File: src/source/dac_spi_pkg.sv
package dac_spi_pkg;

	//////////////////////////////
	// frame geometry
	//////////////////////////////

	// whole dac word, msb goes out first
	localparam int frame_width = 32;

	// field widths, msb to lsb
	localparam int pad_hi_width = 4;
	localparam int cmd_width = 4;
	localparam int addr_width = 4;
	localparam int value_width = 16;
	localparam int pad_lo_width = 4;

	typedef logic [frame_width-1:0] dac_word_t;
	typedef logic [cmd_width-1:0] dac_cmd_t;
	typedef logic [addr_width-1:0] dac_addr_t;
	typedef logic [value_width-1:0] dac_value_t;

	//////////////////////////////
	// command codes
	//////////////////////////////

	// write input register, then update the output
	localparam dac_cmd_t cmd_write_update = 4'd3;

	// zero pad, cmd, addr, value, zero pad
	function automatic dac_word_t pack_frame(dac_cmd_t cmd, dac_addr_t addr, dac_value_t value);
		return {{pad_hi_width{1'b0}}, cmd, addr, value, {pad_lo_width{1'b0}}};
	endfunction

endpackage

File: src/source/spi_clk_gen.sv
module spi_clk_gen #(
	// half period of the serial clock, in system cycles
	parameter int SCK_DIV = 2
) (
	input logic CLK50MHZ,
	input logic RST,
	output logic spi_sck_50,
	output logic spi_sck_trig_delay,
	output logic spi_sck_trig_div2_delay
);

	// counter needs at least one bit even for SCK_DIV of 1
	localparam int CNT_W = (SCK_DIV > 1) ? $clog2(SCK_DIV) : 1;
	localparam logic [CNT_W-1:0] CNT_LAST = CNT_W'(SCK_DIV - 1);

	logic [CNT_W-1:0] div_cnt;
	logic sck_src;
	logic sck_src_q;

	//////////////////////////////
	// divider
	//////////////////////////////

	// free running from reset
	always_ff @(posedge CLK50MHZ) begin
		if (RST) begin
			div_cnt <= '0;
			sck_src <= 1'b0;
		end else if (div_cnt == CNT_LAST) begin
			// half period elapsed, flip the source
			div_cnt <= '0;
			sck_src <= ~sck_src;
		end else begin
			div_cnt <= div_cnt + CNT_W'(1);
		end
	end

	//////////////////////////////
	// edge strobes
	//////////////////////////////

	// previous value of the source for edge detection
	always_ff @(posedge CLK50MHZ) begin
		if (RST)
			sck_src_q <= 1'b0;
		else
			sck_src_q <= sck_src;
	end

	assign spi_sck_50 = sck_src;

	// high in the first cycle after any change
	assign spi_sck_trig_delay = sck_src ^ sck_src_q;

	// high in the first cycle after the fall only
	assign spi_sck_trig_div2_delay = sck_src_q & ~sck_src;

endmodule

File: src/source/spi.sv
module spi #(
	parameter int WIDTH = dac_spi_pkg::frame_width,
	// 1: sck only toggles around a frame, 0: sck runs all the time
	parameter int TURNING_OFF_CLK = 0,
	// 1: sck is CLK50MHZ itself, 0: slow source with div2 strobe
	parameter int FASTDAC = 0,
	// 1: clock gate held by a flag and dropped on the next sck edge strobe
	// only meaningful with FASTDAC=0 and TURNING_OFF_CLK=1
	parameter int EARLY_CS_POSEDGE = 0
) (
	input logic RST,
	input logic CLK50MHZ,
	input logic spi_sck_50,
	input logic spi_sck_trig_delay,
	input logic spi_sck_trig_div2_delay,
	output logic spi_sck,
	output logic spi_cs,
	input logic spi_miso,
	output logic spi_mosi,
	input dac_spi_pkg::dac_word_t data_in,
	output dac_spi_pkg::dac_word_t data_out,
	input logic spi_trig,
	output logic spi_done
);

	localparam int IDX_W = $clog2(WIDTH + 1);
	localparam logic [IDX_W-1:0] IDX_FULL = IDX_W'(WIDTH);

	typedef enum logic [1:0] {
		trig_waiting,
		sending,
		done
	} state_t;

	state_t state;
	logic shift_en;
	logic edge_en;
	logic [WIDTH-1:0] shiftreg;
	logic [IDX_W-1:0] shiftreg_idx;
	logic spi_clocking;
	logic spi_sck_en;
	logic sck_src;

	// fast mode shifts every system cycle
	assign shift_en = (FASTDAC != 0) ? 1'b1 : spi_sck_trig_div2_delay;
	assign edge_en = (EARLY_CS_POSEDGE != 0) ? spi_sck_trig_delay : 1'b0;

	//////////////////////////////
	// fsm
	//////////////////////////////

	always_ff @(posedge CLK50MHZ) begin
		if (RST) begin
			state <= trig_waiting;
		end else begin
			case (state)
				trig_waiting:
					if (spi_trig)
						state <= sending;
				sending:
					// strobe after the last bit closes the frame
					if (shift_en && shiftreg_idx == IDX_FULL)
						state <= done;
				default:
					state <= trig_waiting;
			endcase
		end
	end

	assign spi_done = (state == done);

	//////////////////////////////
	// shifter
	//////////////////////////////

	// word loads while idle, miso enters at the lsb
	always_ff @(posedge CLK50MHZ) begin
		if (state == trig_waiting)
			shiftreg <= data_in;
		else if (state == sending && shift_en && shiftreg_idx < IDX_FULL)
			shiftreg <= {shiftreg[WIDTH-2:0], spi_miso};
	end

	assign data_out = shiftreg;

	// bits sent so far
	always_ff @(posedge CLK50MHZ) begin
		if (RST)
			shiftreg_idx <= '0;
		else if (state == trig_waiting)
			shiftreg_idx <= '0;
		else if (state == sending && shift_en && shiftreg_idx < IDX_FULL)
			shiftreg_idx <= shiftreg_idx + IDX_W'(1);
	end

	// msb first, changes on each strobe
	always_ff @(posedge CLK50MHZ) begin
		if (RST)
			spi_mosi <= 1'b0;
		else if (state == trig_waiting)
			spi_mosi <= 1'b0;
		else if (state == sending && shift_en)
			spi_mosi <= shiftreg[WIDTH-1];
	end

	// low for WIDTH strobes, up again on the closing one
	always_ff @(posedge CLK50MHZ) begin
		if (RST)
			spi_cs <= 1'b1;
		else if (state == trig_waiting)
			spi_cs <= 1'b1;
		else if (state == sending && shift_en)
			spi_cs <= (shiftreg_idx < IDX_FULL) ? 1'b0 : 1'b1;
	end

	//////////////////////////////
	// serial clock gate
	//////////////////////////////

	// set by cs, cleared on an sck edge strobe once cs is up
	always_ff @(posedge CLK50MHZ) begin
		if (RST)
			spi_clocking <= 1'b0;
		else if (!spi_cs)
			spi_clocking <= 1'b1;
		else if (edge_en)
			spi_clocking <= 1'b0;
	end

	always_comb begin
		if (TURNING_OFF_CLK == 0)
			spi_sck_en = 1'b1;
		else if (EARLY_CS_POSEDGE != 0)
			spi_sck_en = spi_clocking;
		else
			spi_sck_en = ~spi_cs;
	end

	assign sck_src = (FASTDAC != 0) ? CLK50MHZ : spi_sck_50;
	assign spi_sck = spi_sck_en ? sck_src : 1'b0;

endmodule

File: src/source/dac_frame_builder.sv
module dac_frame_builder #(
	parameter int WIDTH = dac_spi_pkg::frame_width
) (
	input logic CLK50MHZ,
	input logic RST,
	input logic start,
	input dac_spi_pkg::dac_cmd_t cmd,
	input dac_spi_pkg::dac_addr_t addr,
	input dac_spi_pkg::dac_value_t value,
	input logic spi_done,
	input dac_spi_pkg::dac_word_t rx_word,
	output dac_spi_pkg::dac_word_t tx_word,
	output logic spi_trig,
	output logic busy,
	output dac_spi_pkg::dac_word_t rd_data,
	output logic rd_valid
);

	typedef enum logic {
		idle,
		active
	} fb_state_t;

	fb_state_t state;
	logic accept;

	// new command only while the master is free
	assign accept = start && (state == idle);

	//////////////////////////////
	// command acceptance
	//////////////////////////////

	always_ff @(posedge CLK50MHZ) begin
		if (RST)
			state <= idle;
		else if (accept)
			state <= active;
		else if (state == active && spi_done)
			state <= idle;
	end

	// falls together with rd_valid
	assign busy = (state == active);

	// frame held for the master to load while it waits
	always_ff @(posedge CLK50MHZ) begin
		if (accept)
			tx_word <= WIDTH'(dac_spi_pkg::pack_frame(cmd, addr, value));
	end

	// one trigger per accepted command
	always_ff @(posedge CLK50MHZ) begin
		if (RST)
			spi_trig <= 1'b0;
		else
			spi_trig <= accept;
	end

	//////////////////////////////
	// readback
	//////////////////////////////

	// word the dac returned during the frame
	always_ff @(posedge CLK50MHZ) begin
		if (RST)
			rd_data <= '0;
		else if (state == active && spi_done)
			rd_data <= rx_word;
	end

	always_ff @(posedge CLK50MHZ) begin
		if (RST)
			rd_valid <= 1'b0;
		else
			rd_valid <= (state == active) && spi_done;
	end

endmodule

File: src/source/dac_spi_top.sv
module dac_spi_top #(
	parameter int SCK_DIV = 2,
	parameter int WIDTH = dac_spi_pkg::frame_width
) (
	input logic CLK50MHZ,
	input logic RST,
	input logic start,
	input dac_spi_pkg::dac_cmd_t cmd,
	input dac_spi_pkg::dac_addr_t addr,
	input dac_spi_pkg::dac_value_t value,
	output logic busy,
	output dac_spi_pkg::dac_word_t rd_data,
	output logic rd_valid,
	output logic spi_sck,
	output logic spi_cs,
	output logic spi_mosi,
	input logic spi_miso
);

	//////////////////////////////
	// internal links
	//////////////////////////////

	logic spi_sck_50;
	logic spi_sck_trig_delay;
	logic spi_sck_trig_div2_delay;
	dac_spi_pkg::dac_word_t tx_word;
	dac_spi_pkg::dac_word_t rx_word;
	logic spi_trig;
	logic spi_done;

	// slow serial clock and its strobes
	spi_clk_gen #(
		.SCK_DIV(SCK_DIV)
	) u_clk_gen (
		.CLK50MHZ(CLK50MHZ),
		.RST(RST),
		.spi_sck_50(spi_sck_50),
		.spi_sck_trig_delay(spi_sck_trig_delay),
		.spi_sck_trig_div2_delay(spi_sck_trig_div2_delay)
	);

	dac_frame_builder #(
		.WIDTH(WIDTH)
	) u_frame_builder (
		.CLK50MHZ(CLK50MHZ),
		.RST(RST),
		.start(start),
		.cmd(cmd),
		.addr(addr),
		.value(value),
		.spi_done(spi_done),
		.rx_word(rx_word),
		.tx_word(tx_word),
		.spi_trig(spi_trig),
		.busy(busy),
		.rd_data(rd_data),
		.rd_valid(rd_valid)
	);

	// slow clock, sck gated by cs
	spi #(
		.WIDTH(WIDTH),
		.TURNING_OFF_CLK(1),
		.FASTDAC(0),
		.EARLY_CS_POSEDGE(0)
	) u_spi (
		.RST(RST),
		.CLK50MHZ(CLK50MHZ),
		.spi_sck_50(spi_sck_50),
		.spi_sck_trig_delay(spi_sck_trig_delay),
		.spi_sck_trig_div2_delay(spi_sck_trig_div2_delay),
		.spi_sck(spi_sck),
		.spi_cs(spi_cs),
		.spi_miso(spi_miso),
		.spi_mosi(spi_mosi),
		.data_in(tx_word),
		.data_out(rx_word),
		.spi_trig(spi_trig),
		.spi_done(spi_done)
	);

endmodule

File: config.mk
export PLATFORM = sky130hd
export DESIGN_NAME = dac_spi_top
export DESIGN_NICKNAME = d
export VERILOG_FILES = /design/src/source/dac_spi_pkg.sv /design/src/source/spi_clk_gen.sv /design/src/source/spi.sv /design/src/source/dac_frame_builder.sv /design/src/source/dac_spi_top.sv
export SDC_FILE = /design/constraint.sdc
export NUM_CORES = 1
export LEC_CHECK = 0
export ABC_AREA = 1
export BUFFER_PORTS_ARGS = -buffer_cell sky130_fd_sc_hd__clkbuf_2
export CAP_MARGIN = 15
export CORE_AREA = 2 2 95 88
export CTS_CLUSTER_DIAMETER = 120
export DETAILED_ROUTE_END_ITERATION = 10
export DIE_AREA = 0 0 97 90
export GPL_TIMING_DRIVEN = 0
export HOLD_SLACK_MARGIN = 0.08
export MAX_ROUTING_LAYER = met4
export PLACE_DENSITY_LB_ADDON = 0.12
export SLEW_MARGIN = 5
export SYNTH_ARGS = -nofsm -noshare
export SYNTH_HDL_FRONTEND = slang
export SYNTH_SLANG_ARGS = --single-unit
File: constraint.sdc
create_clock -name CLK50MHZ -period 4.1 [get_ports CLK50MHZ]
set_input_delay 0.615 -clock CLK50MHZ [delete_from_list [all_inputs] [get_ports CLK50MHZ]]
set_output_delay 0.615 -clock CLK50MHZ [all_outputs]
set_load 0.01 [all_outputs]
# --- Word-level counts from Yosys, hierarchy flattened ---
# Index checks and enable logic that the tools add are counted.
totals:
  regBits: 104
  inputBits: 28
  output_inout_bits: 37
  wordCells: 45
op_classes:
  addsub: 2
  magnitude_cmp: 1
  n_eq_ne: 5
  muxes: 9
  bitwise: 3
  reduce_logical: 11
ops:
  columns: ["operator", "n"]
  rows:
  - ["$mux W32", 1]
  - ["$mux W28", 1]
  - ["$add A6 B1 Y6 const B", 1]
  - ["$eq A6 B6 Y1 const B", 1]
  - ["$lt A6 B6 Y1 const B", 1]
  - ["$logic_and A1 B1 Y1", 5]
  - ["$mux W1", 4]
  - ["$mux W2", 2]
  - ["$pmux W2 S2", 1]
  - ["$reduce_bool A2 Y1", 2]
  - ["$reduce_or A2 Y1", 2]
  - ["$eq A2 B1 Y1 const B", 1]
  - ["$eq A2 B2 Y1 const B", 1]
  - ["$logic_not A2 Y1", 1]
  - ["$ne A2 B1 Y1 const B", 1]
  - ["$ne A2 B2 Y1 const B", 1]
  - ["$not A1 Y1", 2]
  - ["$reduce_and A2 Y1", 1]
  - ["$add A1 B1 Y1 const B", 1]
  - ["$and A1 B1 Y1", 1]

# --- Logic depth before layout (Yosys ltp) ---
logic_depth:
  word_depth: 6
  mapped_depth: 7
  depth_no_buf: 7

# --- Modules after synthesis ---
# A second synthesis with hierarchy kept.
unflattened:
  hier_cells: 415
  hier_area_um2: 4221.5
by_module_without_submodules:
  columns: ["module", "instances", "cells_per_inst", "area_each_um2", "seq_area_each_um2"]
  rows:
  - ["dac_frame_builder", 1, 191, 2229.6, 1421.4]
  - ["spi", 1, 211, 1880.6, 1161.1]
  - ["spi_clk_gen", 1, 13, 111.4, 60.1]

# --- Least setup slack after synthesis ---
# OpenSTA, ideal clock, no wires.
synth_timing:
  kind: "input -> register"
  from: "in start"
  to: "reg u_frame_builder.tx_word[10], enable pin"
  setup_time_ps: 407
  arrival_ps: 1713
  required_ps: 3693
  path_slack_ps: 1980
  cell_stages: 2
  n_path_buf: 0
  cell_sequence: "inv_1 nor2_1"
synth_between:
  elab_chain_cells: 1
synth_rtl:
  columns: ["item", "line_no", "text"]
  rows:
  - ["start: declaration", "dac_spi_top.sv:7", "input logic start,"]
  - ["$logic_and A1 B1 Y1", "dac_frame_builder.sv:28", "assign accept = start && (state == idle);"]
  - ["net u_frame_builder.accept", "dac_frame_builder.sv:25", "logic accept;"]
  - ["end signal: assignment", "dac_frame_builder.sv:49", "tx_word <= WIDTH'(dac_spi_pkg::pack_frame(cmd, addr, value));"]
  - ["end: declaration", "dac_frame_builder.sv:12", "output dac_spi_pkg::dac_word_t tx_word,"]
# The timed path passes the listed nets, and every way through them passes these cells.
# A chain may end at the register's enable or synchronous reset.

# --- Final worst setup path ---
layout_timing:
  from: "reg u_spi.state[1]"
  to: "reg u_spi.shiftreg[5] (netlist: u_spi.data_out[5]), enable pin"
layout_between:
  elab_chain_cells: 4
  word_cells_on_any_way: 5
  cone_classes: "eq/ne (1); reduce/logical (4)"
layout_rtl:
  columns: ["item", "line_no", "text"]
  rows:
  - ["start: declaration", "spi.sv:35", "state_t state;"]
  - ["start signal: assignment", "spi.sv:54", "state <= trig_waiting;"]
  - ["start signal: assignment", "spi.sv:59", "state <= sending;"]
  - ["start signal: assignment", "spi.sv:63", "state <= done;"]
  - ["$eq A2 B1 Y1", "spi.sv:80", "else if (state == sending && shift_en && shiftreg_idx < IDX_FULL)"]
  - ["$logic_and A1 B1 Y1 (2 in a row)", "spi.sv:80", null]
  - ["$reduce_bool A2 Y1 (no line) *", null, null]
  - ["end signal: assignment", "spi.sv:79", "shiftreg <= data_in;"]
  - ["end signal: assignment", "spi.sv:81", "shiftreg <= {shiftreg[WIDTH-2:0], spi_miso};"]
  - ["end: declaration", "spi.sv:38", "logic [WIDTH-1:0] shiftreg;"]
# Every way passes the cells marked *; elsewhere a longest branch is shown, timed or not.

==> summary.md <==
| Metric | Value |
|---|---|
| Most frequent cells after synthesis | edfxtp_1, nand2_1, o21ai_0 |
| Routability cong. | 0.814 |
| Initial antenna violation count | 0 |
| Element type at the critical path end | flop |
| Area contributors post-synth | edfxtp_1, dfxtp_1, o21ai_0 |
| WHS Path Cells | 1 |
| Cell area after synthesis | 0.00379 mm2 |
| Reg2reg setup slack | 2000 ps |
| Final setup TNS | 0 ps |
| Area Overhead vs Synth | 17.5% |
| Max Fclk | 476 MHz |
| Layout cells sized above 1 | 21.1% |
| Most common cell in the synthesized netlist | edfxtp_1 |
| Max Cap Viol | 0 |
| Clock Tree Root | clkbuf_8 |
| Mapped Cells | 360 |
| Post-Route Skew | 7.42 ps |
| Row count | 31 |
| Drt first-iter violations | 185 |
| Core outline area | 0.00780 mm2 |
| Leakage power total | 0.00187 uW |
| Drt pass-1 iters | 4 |
| Register area share after synthesis | 69.8% |
| CP Launch Type | flop |
| Fin. Hold Viols | 0 |
| Worst R2R Start | u_spi.state[1] |
| Synth async-reset ratio | 0% |
| Setup Viol. Count Final | 0 |
| Final antenna-violating net count | 0 |
| I/O Buffers | 63 |
| Final Cycle Share | 51.2% |
| Total Routed Length | 7.20 mm |
| Total Power | 1940 uW |
| Worst Hold Class | input pin to flop |
| Clock slew at reported path FFs | 100 ps |
| Overflow left after global routing | 0 |
| Max VDD drop | 0.241 mV |
| Max H-tree Level | 3 |
| # Post-CTS Setup Buffers | 0 |
| Via density | 4.88 |
| Residual DRC | 0 |
| Die ar. | 0.00873 mm2 |
| Top cell type by total area after synthesis | edfxtp_1 |
| First-pass GRT wire length | 11.8 mm |
| Clock Sinks | 104 |
| Cell Pwr Density | 437 mW/mm2 |
| Ports | 65 |
| Min Hold Slack | 413 ps |
| Critical path class | flop to flop |
| Antenna diodes | 0 |
| RSZ-0062 raised after global routing | false |
| #FFs+latches synth | 104 |
| Synth top area share | 44.4% |
| Placed inst area | 0.00425 mm2 |
| Vias | 2630 |
| Hold Path End | u_frame_builder.tx_word[12] |
| Skew-Pair Late Insertion Delay | 370 ps |
| CP max FO | 32 |
| Hold Crit Start | value[8] |
| Resize count post-CTS | 0 |
| Vias in the first global route | 2511 |
| CTS tree | done |
| CTS buffer count | 9 |
| Final core occ | 57.1% |
| Design Area, Final | 0.00445 mm2 |
| Slew HR | 47.2% |
| Die span in x | 97 um |
| End of the worst register-to-register path | u_spi.data_out[5] |
| Outcome | finished, final reports clean |
| Yosys warns | 0 |
| Avg WL per Cell | 13.4 um |
| Initial core utilization | 48.6% |
| CTS Hold Bufs | 0 |
| Max clock buf depth | 2 |
| Reg2reg path depth | 5 |
| Syn Area/Cell | 10.5 um2 |
| Actual slew at the worst max-slew pin | 790 ps |
| Req. time, crit path | 4100 ps |
| Largest net degree at the start of global routing | 33 |
| Worst Path Arrival | 2100 ps |
| Top_reg_cell synth | edfxtp_1 |
| Max-slew violation count | 0 |
| Yosys cell types | 20 |
| Global Route Usage Sum | 17.7% |
| Min Clock Period, post-route | 2100 ps |
| Net count after synthesis | 390 |
| Post-synth EDFFs | 56 |
| Nets | 465 |
| Post-detail-place hpwl | 4.90 mm |
| Die span in y | 90 um |
-- state kept, by name, summed over array words and instances, names as in the netlist --
register and cells:
u_frame_builder.rd_valid 1, u_clk_gen.div_cnt 1, u_spi.spi_mosi 1, u_spi.spi_cs 1
u_frame_builder.tx_word 24, u_frame_builder.busy 1, u_spi.data_out 32, u_frame_builder.spi_trig 1
u_spi.shiftreg_idx 6, u_clk_gen.sck_src_q 1, u_frame_builder.rd_data 32, u_spi.state 2
u_clk_gen.spi_sck_50 1
-- logic make-up after synthesis --
group / after synthesis / share of synthesized area [%]
adders and majority gates: 2 / 0.661
AOI/OAI and AO/OA: 65 / 8.59
and+or+nand+nor: 122 / 13.9
DFF: 104 / 69.8
xor gates and xnor gates: 1 / 0.231
buffers and inverters: 66 / 6.84
-- critical path, cell delays in order, from the launching register on --
cell,delay [ps]
dfxtp_1,370
nor2_2,230
buf_4,220
buf_2,250
inv_1,80
nand2_2,580
-- through the flow --
stage / worst slack (ps) / std cells
finish: 2000 / 539
global route: 1840 / 539
CTS: 1970 / 539
detailed placement: 1980 / 523
global placement: 1250 / 522
floorplan: 1980 / 360
-- placed cells by master, fill, tap and decap left out, types with 6 or more instances in the layout --
| cell type | n |
|---|---|
| edfxtp_1 | 56 |
| o21ai_0 | 49 |
| buf_2 | 6 |
| nor2_1 | 22 |
| nand3_1 | 38 |
| o21ai_1 | 9 |
| clkbuf_1 | 9 |
| nand2_1 | 53 |
| clkbuf_8 | 9 |
| dfxtp_1 | 48 |
| clkbuf_2 | 63 |
| a21oi_1 | 7 |
| inv_1 | 47 |
-- cell type report --
| cell class | count | area, um2 |
|---|---|---|
| fill | 686 | 3350 |
| multi-input combinational | 190 | 890 |
| sequential | 104 | 2640 |
| clock buffer | 9 | 124 |
| inverter | 49 | 184 |
| clock inverter | 7 | 78.8 |
| timing repair buffer | 64 | 330 |
| buffer | 17 | 75.1 |
| tap | 99 | 124 |
-- where the power goes --
group	internal (uW)	switching, uW	total, uW
Sequential	1170	17.1	1180
Clock	289	360	648
Combinational	34.4	77.4	112
-- worst max path at each step --
stage	startpoint	to	slack [ps]	cells past startpoint
after floorplan	start	u_frame_builder.tx_word[10]	1980	2
after global placement	start	u_frame_builder.tx_word[8]	1250	3
after detailed placement	u_spi.state[1]	u_spi.data_out[19]	1980	5
after CTS	u_spi.state[1]	u_spi.data_out[30]	1970	5
after global routing	u_spi.state[1]	u_spi.data_out[23]	1840	5
final	u_spi.state[1]	u_spi.data_out[5]	2000	5
-- per-layer routing --
| metal | global-route usage [%] | wire length [um] | vias up |
|---|---|---|---|
| met2 | 27.1 | 3300 | 68 |
| met1 | 23.1 | 3440 | 1202 |
| met5 | - | 0 | - |
| met4 | 6.34 | 111 | 0 |
| met3 | 4.28 | 343 | 9 |
| li1 | - | - | 1351 |
No activity file was read; power rests on OpenSTA's default activity.
